==> config.mk <==
export PLATFORM = sky130hd
export DESIGN_NAME = controlUnit
export DESIGN_NICKNAME = d
export VERILOG_FILES = /design/src/ctrlPkg.sv /design/src/mipsIsaPkg.sv /design/src/controlUnit.sv /design/src/writebackStage.sv /design/src/memoryStage.sv /design/src/executeStage.sv /design/src/decodeStage.sv
export SDC_FILE = /design/constraint.sdc
export NUM_CORES = 1
export LEC_CHECK = 0
export ABC_CLOCK_PERIOD_IN_PS = 2100
export BUFFER_PORTS_ARGS = -buffer_cell sky130_fd_sc_hd__clkbuf_2
export CELL_PAD_IN_SITES_DETAIL_PLACEMENT = 1
export CELL_PAD_IN_SITES_GLOBAL_PLACEMENT = 1
export CORE_MARGIN = 1
export CORE_UTILIZATION = 38
export DETAILED_ROUTE_END_ITERATION = 8
export GPL_TIMING_DRIVEN = 0
export HOLD_SLACK_MARGIN = 0.08
export PLACE_DENSITY = 0.89
export SETUP_SLACK_MARGIN = 0.2
export SYNTH_ARGS = -nofsm -noshare
export SYNTH_HDL_FRONTEND = slang
export SYNTH_SLANG_ARGS = --single-unit
==> constraint.sdc <==
create_clock -name clk -period 2.1 [get_ports clk]
set_input_delay 0.21 -clock clk [delete_from_list [all_inputs] [get_ports clk]]
set_output_delay 0.21 -clock clk [all_outputs]
set_load 0.01 [all_outputs]
==> src/ctrlPkg.sv <==
package ctrlPkg;

	// zero encoding is aluAdd, the value after reset or flush
	typedef enum logic [4:0] {
		aluAdd,
		aluAddu,
		aluSub,
		aluSubu,
		aluAnd,
		aluOr,
		aluXor,
		aluNor,
		aluSlt,
		aluSltu,
		aluSll,
		aluSrl,
		aluSra,
		aluLui,
		aluNop
	} aluOpE;

	// consumed in execute only
	typedef struct packed {
		logic  aluSrc;
		logic  regDst;
		aluOpE aluOp;
		logic  bal;
		logic  jal;
		logic  jr;
		logic  mulOrDiv;  // 1 = divide
		logic  isSign;
	} exCtrlT;

	// carried through memory
	typedef struct packed {
		logic memWrite;
		logic hiloWrite;
		logic regToHiloHi;
		logic regToHiloLo;
		logic mdToHilo;
		logic hiloSrc;    // 1 = hi
	} memCtrlT;

	// carried through writeback
	typedef struct packed {
		logic memToReg;
		logic regWrite;
		logic hiloToReg;
	} wbCtrlT;

endpackage

==> src/mipsIsaPkg.sv <==
package mipsIsaPkg;

	// primary opcode field, bits 31:26
	typedef enum logic [5:0] {
		opSpecial = 6'h00,
		opRegimm  = 6'h01,
		opJ       = 6'h02,
		opJal     = 6'h03,
		opBeq     = 6'h04,
		opBne     = 6'h05,
		opAddi    = 6'h08,
		opAddiu   = 6'h09,
		opSlti    = 6'h0a,
		opSltiu   = 6'h0b,
		opAndi    = 6'h0c,
		opOri     = 6'h0d,
		opXori    = 6'h0e,
		opLui     = 6'h0f,
		opLw      = 6'h23,
		opSw      = 6'h2b
	} opcodeE;

	// funct field of SPECIAL, bits 5:0
	typedef enum logic [5:0] {
		fnSll   = 6'h00,
		fnSrl   = 6'h02,
		fnSra   = 6'h03,
		fnSllv  = 6'h04,
		fnSrlv  = 6'h06,
		fnSrav  = 6'h07,
		fnJr    = 6'h08,
		fnMfhi  = 6'h10,
		fnMthi  = 6'h11,
		fnMflo  = 6'h12,
		fnMtlo  = 6'h13,
		fnMult  = 6'h18,
		fnMultu = 6'h19,
		fnDiv   = 6'h1a,
		fnDivu  = 6'h1b,
		fnAdd   = 6'h20,
		fnAddu  = 6'h21,
		fnSub   = 6'h22,
		fnSubu  = 6'h23,
		fnAnd   = 6'h24,
		fnOr    = 6'h25,
		fnXor   = 6'h26,
		fnNor   = 6'h27,
		fnSlt   = 6'h2a,
		fnSltu  = 6'h2b
	} functE;

	// rt field of REGIMM
	typedef enum logic [4:0] {
		rtBltz   = 5'h00,
		rtBgez   = 5'h01,
		rtBltzal = 5'h10,
		rtBgezal = 5'h11
	} regimmE;

endpackage
==> src/controlUnit.sv <==
`timescale 1ns/10ps

module controlUnit (
	input  logic               clk,
	input  logic               rstN,
	// decode
	input  mipsIsaPkg::opcodeE opD,
	input  logic [4:0]         rtD,
	input  mipsIsaPkg::functE  functD,
	input  logic               branchTakenD,
	output logic               pcSrcD,
	output logic               branchD,
	output logic               jumpD,
	output logic               jalD,
	output logic               jrD,
	// execute
	input  logic               stallE,
	input  logic               flushE,
	output logic               aluSrcE,
	output logic               regDstE,
	output ctrlPkg::aluOpE     aluOpE,
	output logic               balE,
	output logic               jalE,
	output logic               jrE,
	output logic               mulOrDivE,
	output logic               isSignE,
	output logic               memWriteE,
	output logic               hiloWriteE,
	output logic               regToHiloHiE,
	output logic               regToHiloLoE,
	output logic               mdToHiloE,
	output logic               hiloSrcE,
	output logic               memToRegE,
	output logic               regWriteE,
	output logic               hiloToRegE,
	// memory
	output logic               memWriteM,
	output logic               hiloWriteM,
	output logic               regToHiloHiM,
	output logic               regToHiloLoM,
	output logic               mdToHiloM,
	output logic               hiloSrcM,
	output logic               memToRegM,
	output logic               regWriteM,
	output logic               hiloToRegM,
	// writeback
	output logic               memToRegW,
	output logic               regWriteW,
	output logic               hiloToRegW
);

	import ctrlPkg::*;

	exCtrlT  exD, exE;
	memCtrlT memD, memE, memM;
	wbCtrlT  wbD, wbE, wbM, wbW;

	// ====================
	// stage chain
	// ====================
	decodeStage uDecode (
		.opD          (opD),
		.rtD          (rtD),
		.functD       (functD),
		.branchTakenD (branchTakenD),
		.pcSrcD       (pcSrcD),
		.branchD      (branchD),
		.jumpD        (jumpD),
		.jalD         (jalD),
		.jrD          (jrD),
		.exD          (exD),
		.memD         (memD),
		.wbD          (wbD)
	);

	executeStage uExecute (
		.clk    (clk),
		.rstN   (rstN),
		.stallE (stallE),
		.flushE (flushE),
		.exD    (exD),
		.memD   (memD),
		.wbD    (wbD),
		.exE    (exE),
		.memE   (memE),
		.wbE    (wbE)
	);

	memoryStage uMemory (
		.clk  (clk),
		.rstN (rstN),
		.memE (memE),
		.wbE  (wbE),
		.memM (memM),
		.wbM  (wbM)
	);

	writebackStage uWriteback (
		.clk  (clk),
		.rstN (rstN),
		.wbM  (wbM),
		.wbW  (wbW)
	);

	// ====================
	// flatten to ports
	// ====================
	assign aluSrcE      = exE.aluSrc;
	assign regDstE      = exE.regDst;
	assign aluOpE       = exE.aluOp;
	assign balE         = exE.bal;
	assign jalE         = exE.jal;
	assign jrE          = exE.jr;
	assign mulOrDivE    = exE.mulOrDiv;
	assign isSignE      = exE.isSign;
	assign memWriteE    = memE.memWrite;
	assign hiloWriteE   = memE.hiloWrite;
	assign regToHiloHiE = memE.regToHiloHi;
	assign regToHiloLoE = memE.regToHiloLo;
	assign mdToHiloE    = memE.mdToHilo;
	assign hiloSrcE     = memE.hiloSrc;
	assign memToRegE    = wbE.memToReg;
	assign regWriteE    = wbE.regWrite;
	assign hiloToRegE   = wbE.hiloToReg;

	assign memWriteM    = memM.memWrite;
	assign hiloWriteM   = memM.hiloWrite;
	assign regToHiloHiM = memM.regToHiloHi;
	assign regToHiloLoM = memM.regToHiloLo;
	assign mdToHiloM    = memM.mdToHilo;
	assign hiloSrcM     = memM.hiloSrc;
	assign memToRegM    = wbM.memToReg;
	assign regWriteM    = wbM.regWrite;
	assign hiloToRegM   = wbM.hiloToReg;

	assign memToRegW    = wbW.memToReg;
	assign regWriteW    = wbW.regWrite;
	assign hiloToRegW   = wbW.hiloToReg;

endmodule

==> src/writebackStage.sv <==
`timescale 1ns/10ps

module writebackStage (
	input  logic            clk,
	input  logic            rstN,
	input  ctrlPkg::wbCtrlT wbM,
	output ctrlPkg::wbCtrlT wbW
);

	// memory -> writeback
	always_ff @(posedge clk or negedge rstN) begin
		if (!rstN) begin
			wbW <= '0;
		end else begin
			wbW <= wbM;
		end
	end

endmodule

==> src/memoryStage.sv <==
`timescale 1ns/10ps

module memoryStage (
	input  logic             clk,
	input  logic             rstN,
	input  ctrlPkg::memCtrlT memE,
	input  ctrlPkg::wbCtrlT  wbE,
	output ctrlPkg::memCtrlT memM,
	output ctrlPkg::wbCtrlT  wbM
);

	// execute -> memory, advances every clock
	always_ff @(posedge clk or negedge rstN) begin
		if (!rstN) begin
			memM <= '0;
			wbM  <= '0;
		end else begin
			memM <= memE;
			wbM  <= wbE;
		end
	end

endmodule

==> src/executeStage.sv <==
`timescale 1ns/10ps

module executeStage (
	input  logic             clk,
	input  logic             rstN,
	input  logic             stallE,
	input  logic             flushE,
	input  ctrlPkg::exCtrlT  exD,
	input  ctrlPkg::memCtrlT memD,
	input  ctrlPkg::wbCtrlT  wbD,
	output ctrlPkg::exCtrlT  exE,
	output ctrlPkg::memCtrlT memE,
	output ctrlPkg::wbCtrlT  wbE
);

	// decode -> execute register, 21 bits
	always_ff @(posedge clk or negedge rstN) begin
		if (!rstN) begin
			exE  <= '0;
			memE <= '0;
			wbE  <= '0;
		end else if (flushE) begin
			// bubble, wins over stall
			exE  <= '0;
			memE <= '0;
			wbE  <= '0;
		end else if (!stallE) begin
			exE  <= exD;
			memE <= memD;
			wbE  <= wbD;
		end
	end

endmodule

==> src/decodeStage.sv <==
`timescale 1ns/10ps

module decodeStage (
	input  mipsIsaPkg::opcodeE opD,
	input  logic [4:0]         rtD,
	input  mipsIsaPkg::functE  functD,
	input  logic               branchTakenD,
	output logic               pcSrcD,
	output logic               branchD,
	output logic               jumpD,
	output logic               jalD,
	output logic               jrD,
	output ctrlPkg::exCtrlT    exD,
	output ctrlPkg::memCtrlT   memD,
	output ctrlPkg::wbCtrlT    wbD
);

	import mipsIsaPkg::*;
	import ctrlPkg::*;

	aluOpE aluOpD;

	// ====================
	// alu decoder
	// ====================
	always_comb begin
		aluOpD = aluNop;
		case (opD)
			opSpecial: begin
				case (functD)
					fnAdd:          aluOpD = aluAdd;
					fnAddu:         aluOpD = aluAddu;
					fnSub:          aluOpD = aluSub;
					fnSubu:         aluOpD = aluSubu;
					fnAnd:          aluOpD = aluAnd;
					fnOr:           aluOpD = aluOr;
					fnXor:          aluOpD = aluXor;
					fnNor:          aluOpD = aluNor;
					fnSlt:          aluOpD = aluSlt;
					fnSltu:         aluOpD = aluSltu;
					fnSll, fnSllv:  aluOpD = aluSll;
					fnSrl, fnSrlv:  aluOpD = aluSrl;
					fnSra, fnSrav:  aluOpD = aluSra;
					default:        aluOpD = aluNop;
				endcase
			end
			opAddi:                aluOpD = aluAdd;
			opAddiu, opLw, opSw:   aluOpD = aluAddu;
			// compare for equality by subtraction
			opBeq, opBne:          aluOpD = aluSub;
			opSlti:                aluOpD = aluSlt;
			opSltiu:               aluOpD = aluSltu;
			opAndi:                aluOpD = aluAnd;
			opOri:                 aluOpD = aluOr;
			opXori:                aluOpD = aluXor;
			opLui:                 aluOpD = aluLui;
			default:               aluOpD = aluNop;
		endcase
	end

	// ====================
	// main decoder
	// ====================
	always_comb begin
		exD     = '0;
		memD    = '0;
		wbD     = '0;
		branchD = 1'b0;
		jumpD   = 1'b0;
		case (opD)
			opSpecial: begin
				case (functD)
					fnAdd, fnAddu, fnSub, fnSubu, fnAnd, fnOr, fnXor, fnNor,
					fnSlt, fnSltu, fnSll, fnSrl, fnSra, fnSllv, fnSrlv, fnSrav: begin
						wbD.regWrite = 1'b1;
					end
					fnJr: begin
						exD.jr = 1'b1;
						jumpD  = 1'b1;
					end
					fnMult, fnMultu, fnDiv, fnDivu: begin
						memD.hiloWrite = 1'b1;
						memD.mdToHilo  = 1'b1;
						exD.mulOrDiv   = (functD == fnDiv) || (functD == fnDivu);
						exD.isSign     = (functD == fnMult) || (functD == fnDiv);
					end
					fnMfhi, fnMflo: begin
						wbD.regWrite  = 1'b1;
						wbD.hiloToReg = 1'b1;
						memD.hiloSrc  = (functD == fnMfhi);
					end
					fnMthi: begin
						memD.hiloWrite   = 1'b1;
						memD.regToHiloHi = 1'b1;
						memD.hiloSrc     = 1'b1;
					end
					fnMtlo: begin
						memD.hiloWrite   = 1'b1;
						memD.regToHiloLo = 1'b1;
					end
					default: begin
					end
				endcase
				// every known funct set at least one of these
				exD.regDst = wbD.regWrite | memD.hiloWrite | exD.jr;
			end
			opRegimm: begin
				case (rtD)
					rtBltz, rtBgez: begin
						branchD = 1'b1;
					end
					rtBltzal, rtBgezal: begin
						branchD      = 1'b1;
						exD.bal      = 1'b1;
						wbD.regWrite = 1'b1;
					end
					default: begin
					end
				endcase
			end
			opJ: begin
				jumpD = 1'b1;
			end
			opJal: begin
				jumpD        = 1'b1;
				exD.jal      = 1'b1;
				wbD.regWrite = 1'b1;
			end
			opBeq, opBne: begin
				branchD = 1'b1;
			end
			opAddi, opAddiu, opSlti, opSltiu, opAndi, opOri, opXori, opLui: begin
				wbD.regWrite = 1'b1;
				exD.aluSrc   = 1'b1;
			end
			opLw: begin
				wbD.regWrite = 1'b1;
				wbD.memToReg = 1'b1;
				exD.aluSrc   = 1'b1;
			end
			opSw: begin
				memD.memWrite = 1'b1;
				exD.aluSrc    = 1'b1;
			end
			default: begin
			end
		endcase
		exD.aluOp = aluOpD;
	end

	// branch condition comes from the datapath comparator
	assign pcSrcD = branchD & branchTakenD;
	assign jalD   = exD.jal;
	assign jrD    = exD.jr;

endmodule

# After elaboration in Yosys (flattened, before gate mapping)
# Memory sizes are Yosys's and may differ from the RTL's.
# Index checks and enable logic that the tools add are counted.
# classes
addsub	0
n_mul	0
div	0
magnitude_cmp	0
n_eq_ne	43
shift	0
muxes	33
bitwise	3
reduce_logical	16
# ops
cell	count
equality test 6 bit, second input constant	12
equality test 6 x 4 -> 1 bit, second input constant	9
case mux 5 bit (10 select lines)	1
equality test 6 x 5 -> 1 bit, second input constant	8
equality test 6 x 3 -> 1 bit, second input constant	5
equality test 6 x 2 -> 1 bit, second input constant	4
two-way mux 12 bit	2
OR reduction 10 bit	2
two-way mux 1 bit	19
OR reduction 18 bit	1
logical NOT 6 bit	2
two-way mux 6 bit	2
equality test 5 bit, second input constant	2
two-way mux 3 bit	3
OR reduction 2 bit	4
OR reduction 4 bit	2
equality test 6 x 1 -> 1 bit, second input constant	1
case mux 1 bit (2 select lines)	3
OR reduction 6 bit	1
equality test 5 x 1 -> 1 bit, second input constant	1
logical NOT 5 bit	1
two-way mux 5 bit	1
case mux 1 bit (3 select lines)	1
OR reduction 3 bit	1
5 further kinds	7
# totals
regBits	33
latch_bits	0
mem_bits_rw	0
romBits	256
output_inout_bits	38
elab_cells	125
mem_count	1
# mem_list
name	depth	width	read_ports	rd_clocked_by_memory_dff	wr	line	text
(name not given)	64	4	1	0	0	decodeStage.sv:30	case (functD)

# Depth between registers and ports, before layout
# Gate-level depths: netlist (run 1).
# depth
depth_word	9
depth_mapped	6
ltp_nobuf	5

# By module
# Synthesis (run 1) repeated with hierarchy kept, for this count alone.
# hier_totals
hier_cells	177
hier_area_um2	1724.2
# by_module_without_submodules
mod	instances	cells_per_inst	area_per_inst_um2
executeStage	1	68	857.1
decodeStage	1	97	566.8
memoryStage	1	9	225.2
writebackStage	1	3	75.1

# Worst setup path before layout (run 1)
# Ideal clock, no wire load.
# synth_path
path_type	input -> output
startpoint	input port opD[5]
endpoint	output port jumpD
arrival_ps	1282
required_ps	1890
path_slack_ps	608
stages	5
cell_sequence	buf_6 or3_4 nor2_1 and4b_1 a31o_2
# synth_between
elab_chain_len	3
elab_cells_between_ends	5
classes_between	2 x eq/ne; 1 x mux; 2 x reduce/logical
# synth_rtl
element	line	text
start, declared	controlUnit.sv:7	input mipsIsaPkg::opcodeE opD,
equality test 6 x 2 -> 1 bit	decodeStage.sv:70	case (opD)
OR reduction 2 bit (no line)	-	
case mux 1 bit (2 select lines) *	decodeStage.sv:70	
end, declared	controlUnit.sv:13	output logic jumpD,
# Mark *: on every way between the ends. The rest lies on a longest branch, timed or not.

# Final worst setup path (run 1)
# layout_path
startpoint	input port opD[0]
endpoint	output port jumpD
# Same word-level chain as after synthesis.

==> flow_summary.toml, run 1 <==
[global_routing]
grt_max_degree = 33
grt_pass1_wl_mm = 7.534
grt_pass1_vias = 1446
track_usage_pct = 23.97
antenna_found_initial = 0
grt.overflow.total = 0

[final_layout]
multi_input_area_um2 = 671.9
final_cells = 274
register_area_um2 = 800.8
diodes = 0
drive_gt1_share_pct = 31.86
nNetsFinal = 247
fill_cells = 500
area_delta_synth_final_pct = 28.01

[detailed_routing]
postRouteAntennaNets = 0
drt-initial-drc-count = 99
vias = 1489
wl_per_cell_um = 16.31
drc = 0
wl_mm = 4.469
drt-pass1-iter-count = 4
via_per_inst = 5.434

[synthesis]
asyncSetResetFlopFracSynth_pct = 100.0
synth_seq_cells = 32
syn-num-nets = 185
syn_inst = 163
yosys_warnings = 0
synth_top_family_by_area = "simple AND/OR/NAND/NOR gates"
synthAdderAreaFrac_pct = 0
synth_area_mm2 = 0.001536
synth_compound_gate_area_share_pct = 17.83
yosysSeqAreaShare_pct = 52.12
synth_edf_count = 0
synth.mux.area_fraction_pct = 0
synth-xor-area-share_pct = 0
synthFlopType = "dfrtp_1"
yosys.area_share.simple_pct = 25.65
syn_area_per_cell_um2 = 9.426
ys_types = 41

[placed_design]
numPlacedInstances = 265
gp_congestion = 0.8107
io_buffers = 54
place_hpwl_mm = 3.245

[sta]
max_slew_margin_pct = 48.56
finalSetupViolations = 0
timing.fmax_mhz = 571.9
finalCritPeriodShare_pct = 83.26
hold_viol_final = 0
grt_setup_unrepaired = "false"
tns_ps = 0
fin_skew_ps = 4.191
tightest_slew_ps = 771.6
finalCriticalPeriod_ps = 1748
maxSlewViolCount = 0

[power_and_ir_drop]
vdd_ir_drop_max_mv = 0.2653
power_density_mw_per_mm2 = 641.3
swShare_pct = 25.28
seq_power_share_pct = 50.0
p_leak_nw = 0.9821
switching_power_mw = 0.3189
p_clk_share_pct = 38.1
p_int_mw = 0.9424
comb_power_share_pct = 11.9

[clock_network]
cts-resized-gates = 0
clock_latency_ps = 290
clk_path_buf_depth = 2
cts.sinks = 32
numCtsBuffers = 5
cts_tree = "built"
post_cts_buffers = 0
cts-root-buf = "clkbuf_8"
htreeDepth = 2
path_clk_slew_ps = 60

[critical_path]
crit_type = "in2out"
crit_fanout = 7
worst_setup_path_end_kind = "output port"
critPathLaunchType = "input port"
crit_arrival_ps = 1540
critical_path_required_ps = 1890

[outcome]
status = "finished, final reports clean"

[floorplanning]
num_io_pins = 60
dieArea_mm2 = 0.004301
die_w_um = 65.59
initial_core_util_pct = 40.74
rows = 22
dieHeight_um = 65.59
core-area_mm2 = 0.003771

[worst_hold_path]
hold_path.class = "in2reg"

[job]
cap_violations = 0
[layout by cell type, fill, tap and decap left out, types with 2 or more instances in the layout]
master / synthesis / layout
nand3_1: 4 / 4
a21oi_1: 7 / 7
a22oi_1: 2 / 2
inv_1: 4 / 4
a32oi_1: 3 / 3
clkbuf_8: 0 / 6
clkbuf_2: 0 / 54
nand2b_1: 2 / 2
nor3_1: 10 / 10
nand2_1: 22 / 22
o21ai_1: 3 / 3
nor2_1: 18 / 18
o21ai_2: 4 / 4
o21ai_0: 11 / 11
nor3b_1: 3 / 3
clkbuf_1: 8 / 10
nor2b_1: 4 / 4
nand3b_1: 2 / 2
dfrtp_1: 32 / 32
[registers in the layout (all words and copies together) (netlist names)]
register and cells:
uExecute.exE 11, uExecute.memE 6, uExecute.wbE 3, uMemory.memM 6, uMemory.wbM 3, uWriteback.wbW 3
[synth_stat cells (all sizes together), types with 2 or more instances]
cell	instances	area, µm²
a21oi	7	35.03
a22oi	2	15.01
a32oi	3	26.28
and3	2	17.52
buf	2	18.77
clkbuf	8	30.03
dfrtp	32	800.8
inv	4	15.01
nand2	23	88.84
nand2b	3	26.27
nand3	4	20.02
nand3b	2	15.01
nor2	18	67.56
nor2b	4	25.02
nor3	10	50.05
nor3b	3	22.52
o21ai	18	105.1
or3	2	17.52
[worst max-delay path, stage by stage]
cell and delay [ps]:
clkbuf_2 130, or3_1 480, nor2_1 140, and4b_1 330, a31o_2 140, clkbuf_2 120
[layout make-up]
class / instances / area share [%]
Buffer: 10 / 2.481
Multi-Input combinational cell: 117 / 34.16
Clock buffer: 8 / 4.580
Inverter: 4 / 0.7634
Tap cell: 48 / 3.053
Timing Repair Buffer: 55 / 14.25
Sequential cell: 32 / 40.71
[routing by layer]
metal | track usage (%) | routed length [µm] | share of wire, %
met2 | 37.11 | 2168 | 49
met4 | 11.41 | 87 | 1.9
met5 | 0 | 0 | 0
met3 | 6.424 | 212 | 4.7
met1 | 30.85 | 2000 | 45
[cell families (layout without fill, tap and decap cells)]
group,after synthesis,in the layout
AND/OR/NAND/NOR,75,75
AO/OA/AOI/OAI,41,41
flip-flops,32,32
buffers and inverters,14,77
other,1,1
[power groups by stage]
stage	Clock, mW	Sequential, mW	Combinational [mW]
6_report	0.481	0.630	0.151
5_1_grt	0.528	0.630	0.168
4_1_cts	0.489	0.630	0.150
3_5_place_dp	0	0.641	0.147
3_3_place_gp	0	0.640	0.142
2_1_floorplan	0	0.643	0.0749
[path summary, 6_finish.rpt]
kind	slack, ps	endpoint	depth (start not counted)	startpoint
max	350	jumpD	6	opD[0]
min	300	uExecute.exE[7]	4	opD[5]
max reg2reg	1250	uExecute.exE[6]	2	uExecute.exE[6]
min reg2reg	380	uWriteback.wbW[0]	0	uMemory.wbM[0]
max in group asynchronous	1080	uMemory.memM[0]	2	rstN
min in group asynchronous	530	uMemory.memM[5]	2	rstN
[metrics by stage]
| stage | util (%) | setup slack (ps) | hold WS (ps) | cell area, µm² | total power [mW] |
|---|---|---|---|---|---|
| 3_3_place_gp | 49.50 | 355.8 | 314.8 | 1867 | 0.7820 |
| 4_1_cts | 52.16 | 352.5 | 299.5 | 1967 | 1.269 |
| 3_5_place_dp | 49.50 | 353.4 | 318.9 | 1867 | 0.7879 |
| 2_1_floorplan | - | 608.5 | -85.59 | 1536 | 0.7183 |
| 6_report | 52.16 | 351.6 | 301.2 | 1967 | 1.261 |
| 5_1_grt | 52.16 | 297.1 | 323.7 | 1967 | 1.326 |
[timing repair]
item / 4_1_cts / 5_1_grt
endpoints found under the hold margin: 32 / 0
endpoints found under the setup margin: 0 / 0
hold buffers: 1 / 0
(Power assumes the default switching activity.)
==> run 2: changes to the inputs <==
ABC_CLOCK_PERIOD_IN_PS = 1600   (was 2100)
CORE_UTILIZATION = 32   (was 38)
PLACE_DENSITY = 0.81   (was 0.89)
clock period = 1.6 ns   (was 2.1 ns; I/O delays follow)
==> run 2 against run 1 <==
The flow now finishes with violations (DRC); wire length rose by 0.27%; critical path type unchanged; sequential power rose by 31%; worst hold slack got worse by 130 ps; critical path depth did not move; flip-flop and latch count did not move; global-route usage fell by 5.4 points; register-to-register slack got worse by 550 ps; combinational power rose by 46%; cell count rose by 3.3%; highest routed layer unchanged; total power rose by 43%; largest cell class unchanged.
==> flow_summary.toml, run 2 (synthesized netlist as in run 1, its figures left out) <==
[sta]
finalCritPeriodShare_pct = 87.47
finalCriticalPeriod_ps = 1400
tightest_slew_ps = 803.4
timing.fmax_mhz = 714.5
maxSlewViolCount = 0
finalSetupViolations = 0
fin_skew_ps = 0.4581
grt_setup_unrepaired = "true"
hold_viol_final = 0
max_slew_margin_pct = 46.44

[detailed_routing]
via_per_inst = 5.357
drc = 3
wl_per_cell_um = 15.83
drt-initial-drc-count = 100
postRouteAntennaNets = 0
wl_mm = 4.481
vias = 1516
drt-pass1-iter-count = 6

[clock_network]
numCtsBuffers = 5
cts_tree = "built"
path_clk_slew_ps = 70
cts.sinks = 32
cts-root-buf = "clkbuf_8"
clk_path_buf_depth = 2
htreeDepth = 2
clock_latency_ps = 280

[critical_path]
critPathLaunchType = "input port"
crit_fanout = 3
worst_setup_path_end_kind = "output port"
crit_type = "in2out"
crit_arrival_ps = 1240
critical_path_required_ps = 1440

[final_layout]
layout_common_cells = "54 x clkbuf_2, 32 x dfrtp_1, 22 x nand2_1, 16 x nor2_1, 11 x o21ai_0"
regMostFlops = "uExecute.exE"
largest_reg_flops = 11
final_area_mm2 = 0.002095
reg_top3 = "uExecute.exE: 11 flops, uExecute.memE: 6 flops, uMemory.memM: 6 flops"
area_delta_synth_final_pct = 36.32
nNetsFinal = 252
drive_gt1_share_pct = 37.23
diodes = 0
post-route-util_pct = 46.81
final_common_cell = "clkbuf_2"

[global_routing]
grt_pass1_vias = 1493
grt.overflow.total = 0
track_usage_pct = 18.58
grt_max_degree = 33
grt_pass1_wl_mm = 7.307
antenna_found_initial = 0

[floorplanning]
rows = 24
die_w_um = 71.29
num_io_pins = 60
dieArea_mm2 = 0.005082
core-area_mm2 = 0.004474
dieHeight_um = 71.29
initial_core_util_pct = 34.34

[power_and_ir_drop]
power.total_mw = 1.803
p_leak_nw = 1.042
power_density_mw_per_mm2 = 860.8
vdd_ir_drop_max_mv = 0.4226

[outcome]
violations = "DRC"
status = "complete, but fails checks"

[worst_hold_path]
hold_path.class = "in2reg"

[placed_design]
place_hpwl_mm = 3.219
io_buffers = 54
place_area_mm2 = 0.001872
gp_congestion = 0.8009

[job]
cap_violations = 0
[run 2: final timing paths]
kind | startpoint | slack (ps) | end | depth (start not counted)
worst max-delay path | opD[5] | 200 | jumpD | 6
worst min-delay path | functD[1] | 170 | uExecute.memE[0] | 2
worst max register to register | uExecute.exE[6] | 700 | uExecute.exE[6] | 2
worst min register to register | uMemory.wbM[2] | 370 | uWriteback.wbW[2] | 0
max in group asynchronous | rstN | 560 | uExecute.exE[3] | 2
min in group asynchronous | rstN | 530 | uExecute.exE[5] | 2
[run 2: critical path, stage by stage]
cell     delay [ps]
buf_8            90
or3_4           410
nor2_4           90
and4b_2         270
a31o_4          110
buf_6            90
[run 2: what timing repair did]
action	CTS	global route
pin swaps	4	0
hold buffers	1	0
gates resized for setup	11	8
hold endpoints to repair	32	0
setup endpoints to repair	4	2
setup buffers	5	0
[run 2: final cells by class]
cell class,count,area (µm²)
multi-input combinational,117,708.2
tap,52,65.06
sequential,32,800.8
clock inverter,2,35.03
timing repair buffer,60,341.6
fill,535,2380
buffer,10,56.30
clock buffer,6,72.57
inverter,4,15.01
[run 2: layer usage]
layer	vias to the layer above	track usage (%)	part of all wire (%)
met2	41	32.49	51
met1	758	22.27	43
met3	8	4.079	4.1
met4	0	7.333	2.0
li1	709	-	-
met5	-	0	0
[run 2: where the power goes]
group	internal (mW)	total [mW]	switching, mW
registers	0.819	0.825	0.00546
logic	0.0818	0.221	0.139
clock network	0.462	0.758	0.296
total	1.36	1.80	0.440
[run 2: metrics by stage]
| step | std cells | setup TNS, ps | worst slack (ps) | hold WS [ps] |
|---|---|---|---|---|
| 2_1_floorplan | 163 | 0 | 208.5 | -135.6 |
| 3_3_place_gp | 269 | -73.91 | -73.91 | 278.9 |
| 3_5_place_dp | 269 | -57.34 | -57.34 | 285.6 |
| 4_1_cts | 283 | 0 | 183.5 | 163.8 |
| 5_1_grt | 283 | 0 | 169.8 | 184.5 |
| 6_report | 283 | 0 | 200.4 | 168.8 |
==> run 3: changes to the inputs <==
MAX_ROUTING_LAYER = met4   (was unset)
==> run 3 against run 2 <==
The flow still finishes with violations (DRC); die area unchanged; clock skew unchanged; cell count unchanged; fmax up 0.23%; setup slack better by 3.2 ps; first-iteration DRC count down 23%; count of clock-buffer cells in the layout unchanged; critical path type unchanged; critical endpoint unchanged.
==> flow_summary.toml, run 3 (synthesized netlist as in run 1, its figures left out) <==
[placed_design]
gp_congestion = 0.8125
place_hpwl_mm = 3.219
place_area_mm2 = 0.001872
io_buffers = 54
numPlacedInstances = 269

[floorplanning]
rows = 24
dieHeight_um = 71.29
die_w_um = 71.29
num_io_pins = 60
initial_core_util_pct = 34.34
core-area_mm2 = 0.004474
dieArea_mm2 = 0.005082

[detailed_routing]
wl_mm = 4.449
via_per_inst = 5.276
vias = 1493
drc = 3
wl_per_cell_um = 15.72
postRouteAntennaNets = 0
drt-pass1-iter-count = 6
drt-initial-drc-count = 77

[final_layout]
diodes = 0
drive_gt1_share_pct = 37.23
final_cells = 283
layout_common_cells = "54 x clkbuf_2, 32 x dfrtp_1, 22 x nand2_1, 16 x nor2_1, 11 x o21ai_0"
reg_top3 = "uExecute.exE: 11 flops, uExecute.memE: 6 flops, uMemory.memM: 6 flops"
nNetsFinal = 252
fill_cells = 535
regMostFlops = "uExecute.exE"
final_area_mm2 = 0.002095
area_delta_synth_final_pct = 36.32
largest_reg_flops = 11
final_common_cell = "clkbuf_2"

[critical_path]
crit_chain = "clkbuf_2 > or3_4 > nor2_4 > and4b_2 > a31o_4 > buf_6"
critPathLaunchType = "input port"
crit_type = "in2out"
cp_slowest_cell = "or3_4"
critical_path_required_ps = 1440
critPathMaxStageDelay_ps = 370
crit_arrival_ps = 1240
worst_setup_path_end_kind = "output port"
crit_fanout = 5

[sta]
finalCritPeriodShare_pct = 87.27
tightest_slew_ps = 805.9
maxSlewViolCount = 0
finalCriticalPeriod_ps = 1396
tns_ps = 0
grt_setup_unrepaired = "true"
hold_viol_final = 0
finalSetupViolations = 0
timing.fmax_mhz = 716.2
fin_skew_ps = 0.4581
max_slew_margin_pct = 46.28

[global_routing]
grt_pass1_wl_mm = 7.300
grt_pass1_vias = 1492
grt_max_degree = 33
busiest_layer = "met2"
gr-usage-met3_pct = 3.797
antenna_found_initial = 0
track_usage_pct = 19.12
use_met2_pct = 32.59
grt_util_met1_pct = 22.27
grt.overflow.total = 0

[clock_network]
cts.sinks = 32
clock_latency_ps = 280
htreeDepth = 2
clk_path_buf_depth = 2
cts-root-buf = "clkbuf_8"
cts_tree = "built"
numCtsBuffers = 5
path_clk_slew_ps = 70

[power_and_ir_drop]
p_leak_nw = 1.042
vdd_ir_drop_max_mv = 0.4224
power_density_mw_per_mm2 = 861.5

[outcome]
status = "complete, but fails checks"
violations = "DRC"

[job]
cap_violations = 0

[worst_hold_path]
hold_path.class = "in2reg"
[run 3: path summary, 6_finish.rpt]
| path | startpoint | to | slack (ps) | cells past startpoint |
|---|---|---|---|---|
| min in group asynchronous | rstN | uExecute.exE[5] | 510 | 2 |
| min | functD[1] | uExecute.memE[0] | 170 | 2 |
| max in group asynchronous | rstN | uExecute.exE[3] | 570 | 2 |
| max reg2reg | uExecute.exE[6] | uExecute.exE[6] | 670 | 2 |
| min reg2reg | uMemory.wbM[2] | uWriteback.wbW[2] | 370 | 0 |
| max | opD[4] | jumpD | 200 | 6 |
[run 3: layout make-up]
cell class | count | area (µm²) | share of cell area, %
sequential | 32 | 800.8 | 38.23
clock inverter | 2 | 35.03 | 1.673
timing repair buffer | 60 | 341.6 | 16.31
buffer | 10 | 56.30 | 2.688
inverter | 4 | 15.01 | 0.7168
tap | 52 | 65.06 | 3.106
clock buffer | 6 | 72.57 | 3.465
multi-input combinational | 117 | 708.2 | 33.81
[run 3: stage by stage]
step | hold slack, ps | util [%] | worst slack [ps] | power [mW]
after detailed placement | 285.6 | 41.83 | -57.34 | 1.035
final | 166.1 | 46.81 | 203.7 | 1.804
after global routing | 184.5 | 46.81 | 168.3 | 1.872
after global placement | 278.9 | 41.83 | -73.91 | 1.029
after CTS | 163.8 | 46.14 | 183.5 | 1.812
after floorplan | -135.6 | - | 208.5 | 0.9428
[run 3: report_power, final]
part           internal [mW]  leakage (nW)  total [mW]  switching (mW)
clock                  0.462        0.0552       0.760           0.298
sequential             0.819         0.442       0.825         0.00540
combinational         0.0818         0.545       0.220           0.138
total                   1.36          1.04        1.80           0.442
[run 3: per-layer routing]
metal	vias up	routed length [µm]
li1	708	-
met1	735	1887
met2	45	2301
met3	5	193
met4	0	67
met5	-	0
[run 3: worst max-delay path: cells and delay by family]
family / cells / cell delay, ps
AND/OR/NAND/NOR: 3 / 730
buffers and inverters: 2 / 220
AO/OA/AOI/OAI: 1 / 110
[run 3: repair_timing]
action	CTS	global route
setup endpoints to repair	4	2
setup buffers	5	0
endpoints found under the hold margin	32	0
gates resized for setup	11	8
hold buffers	1	0
pin swaps	4	0
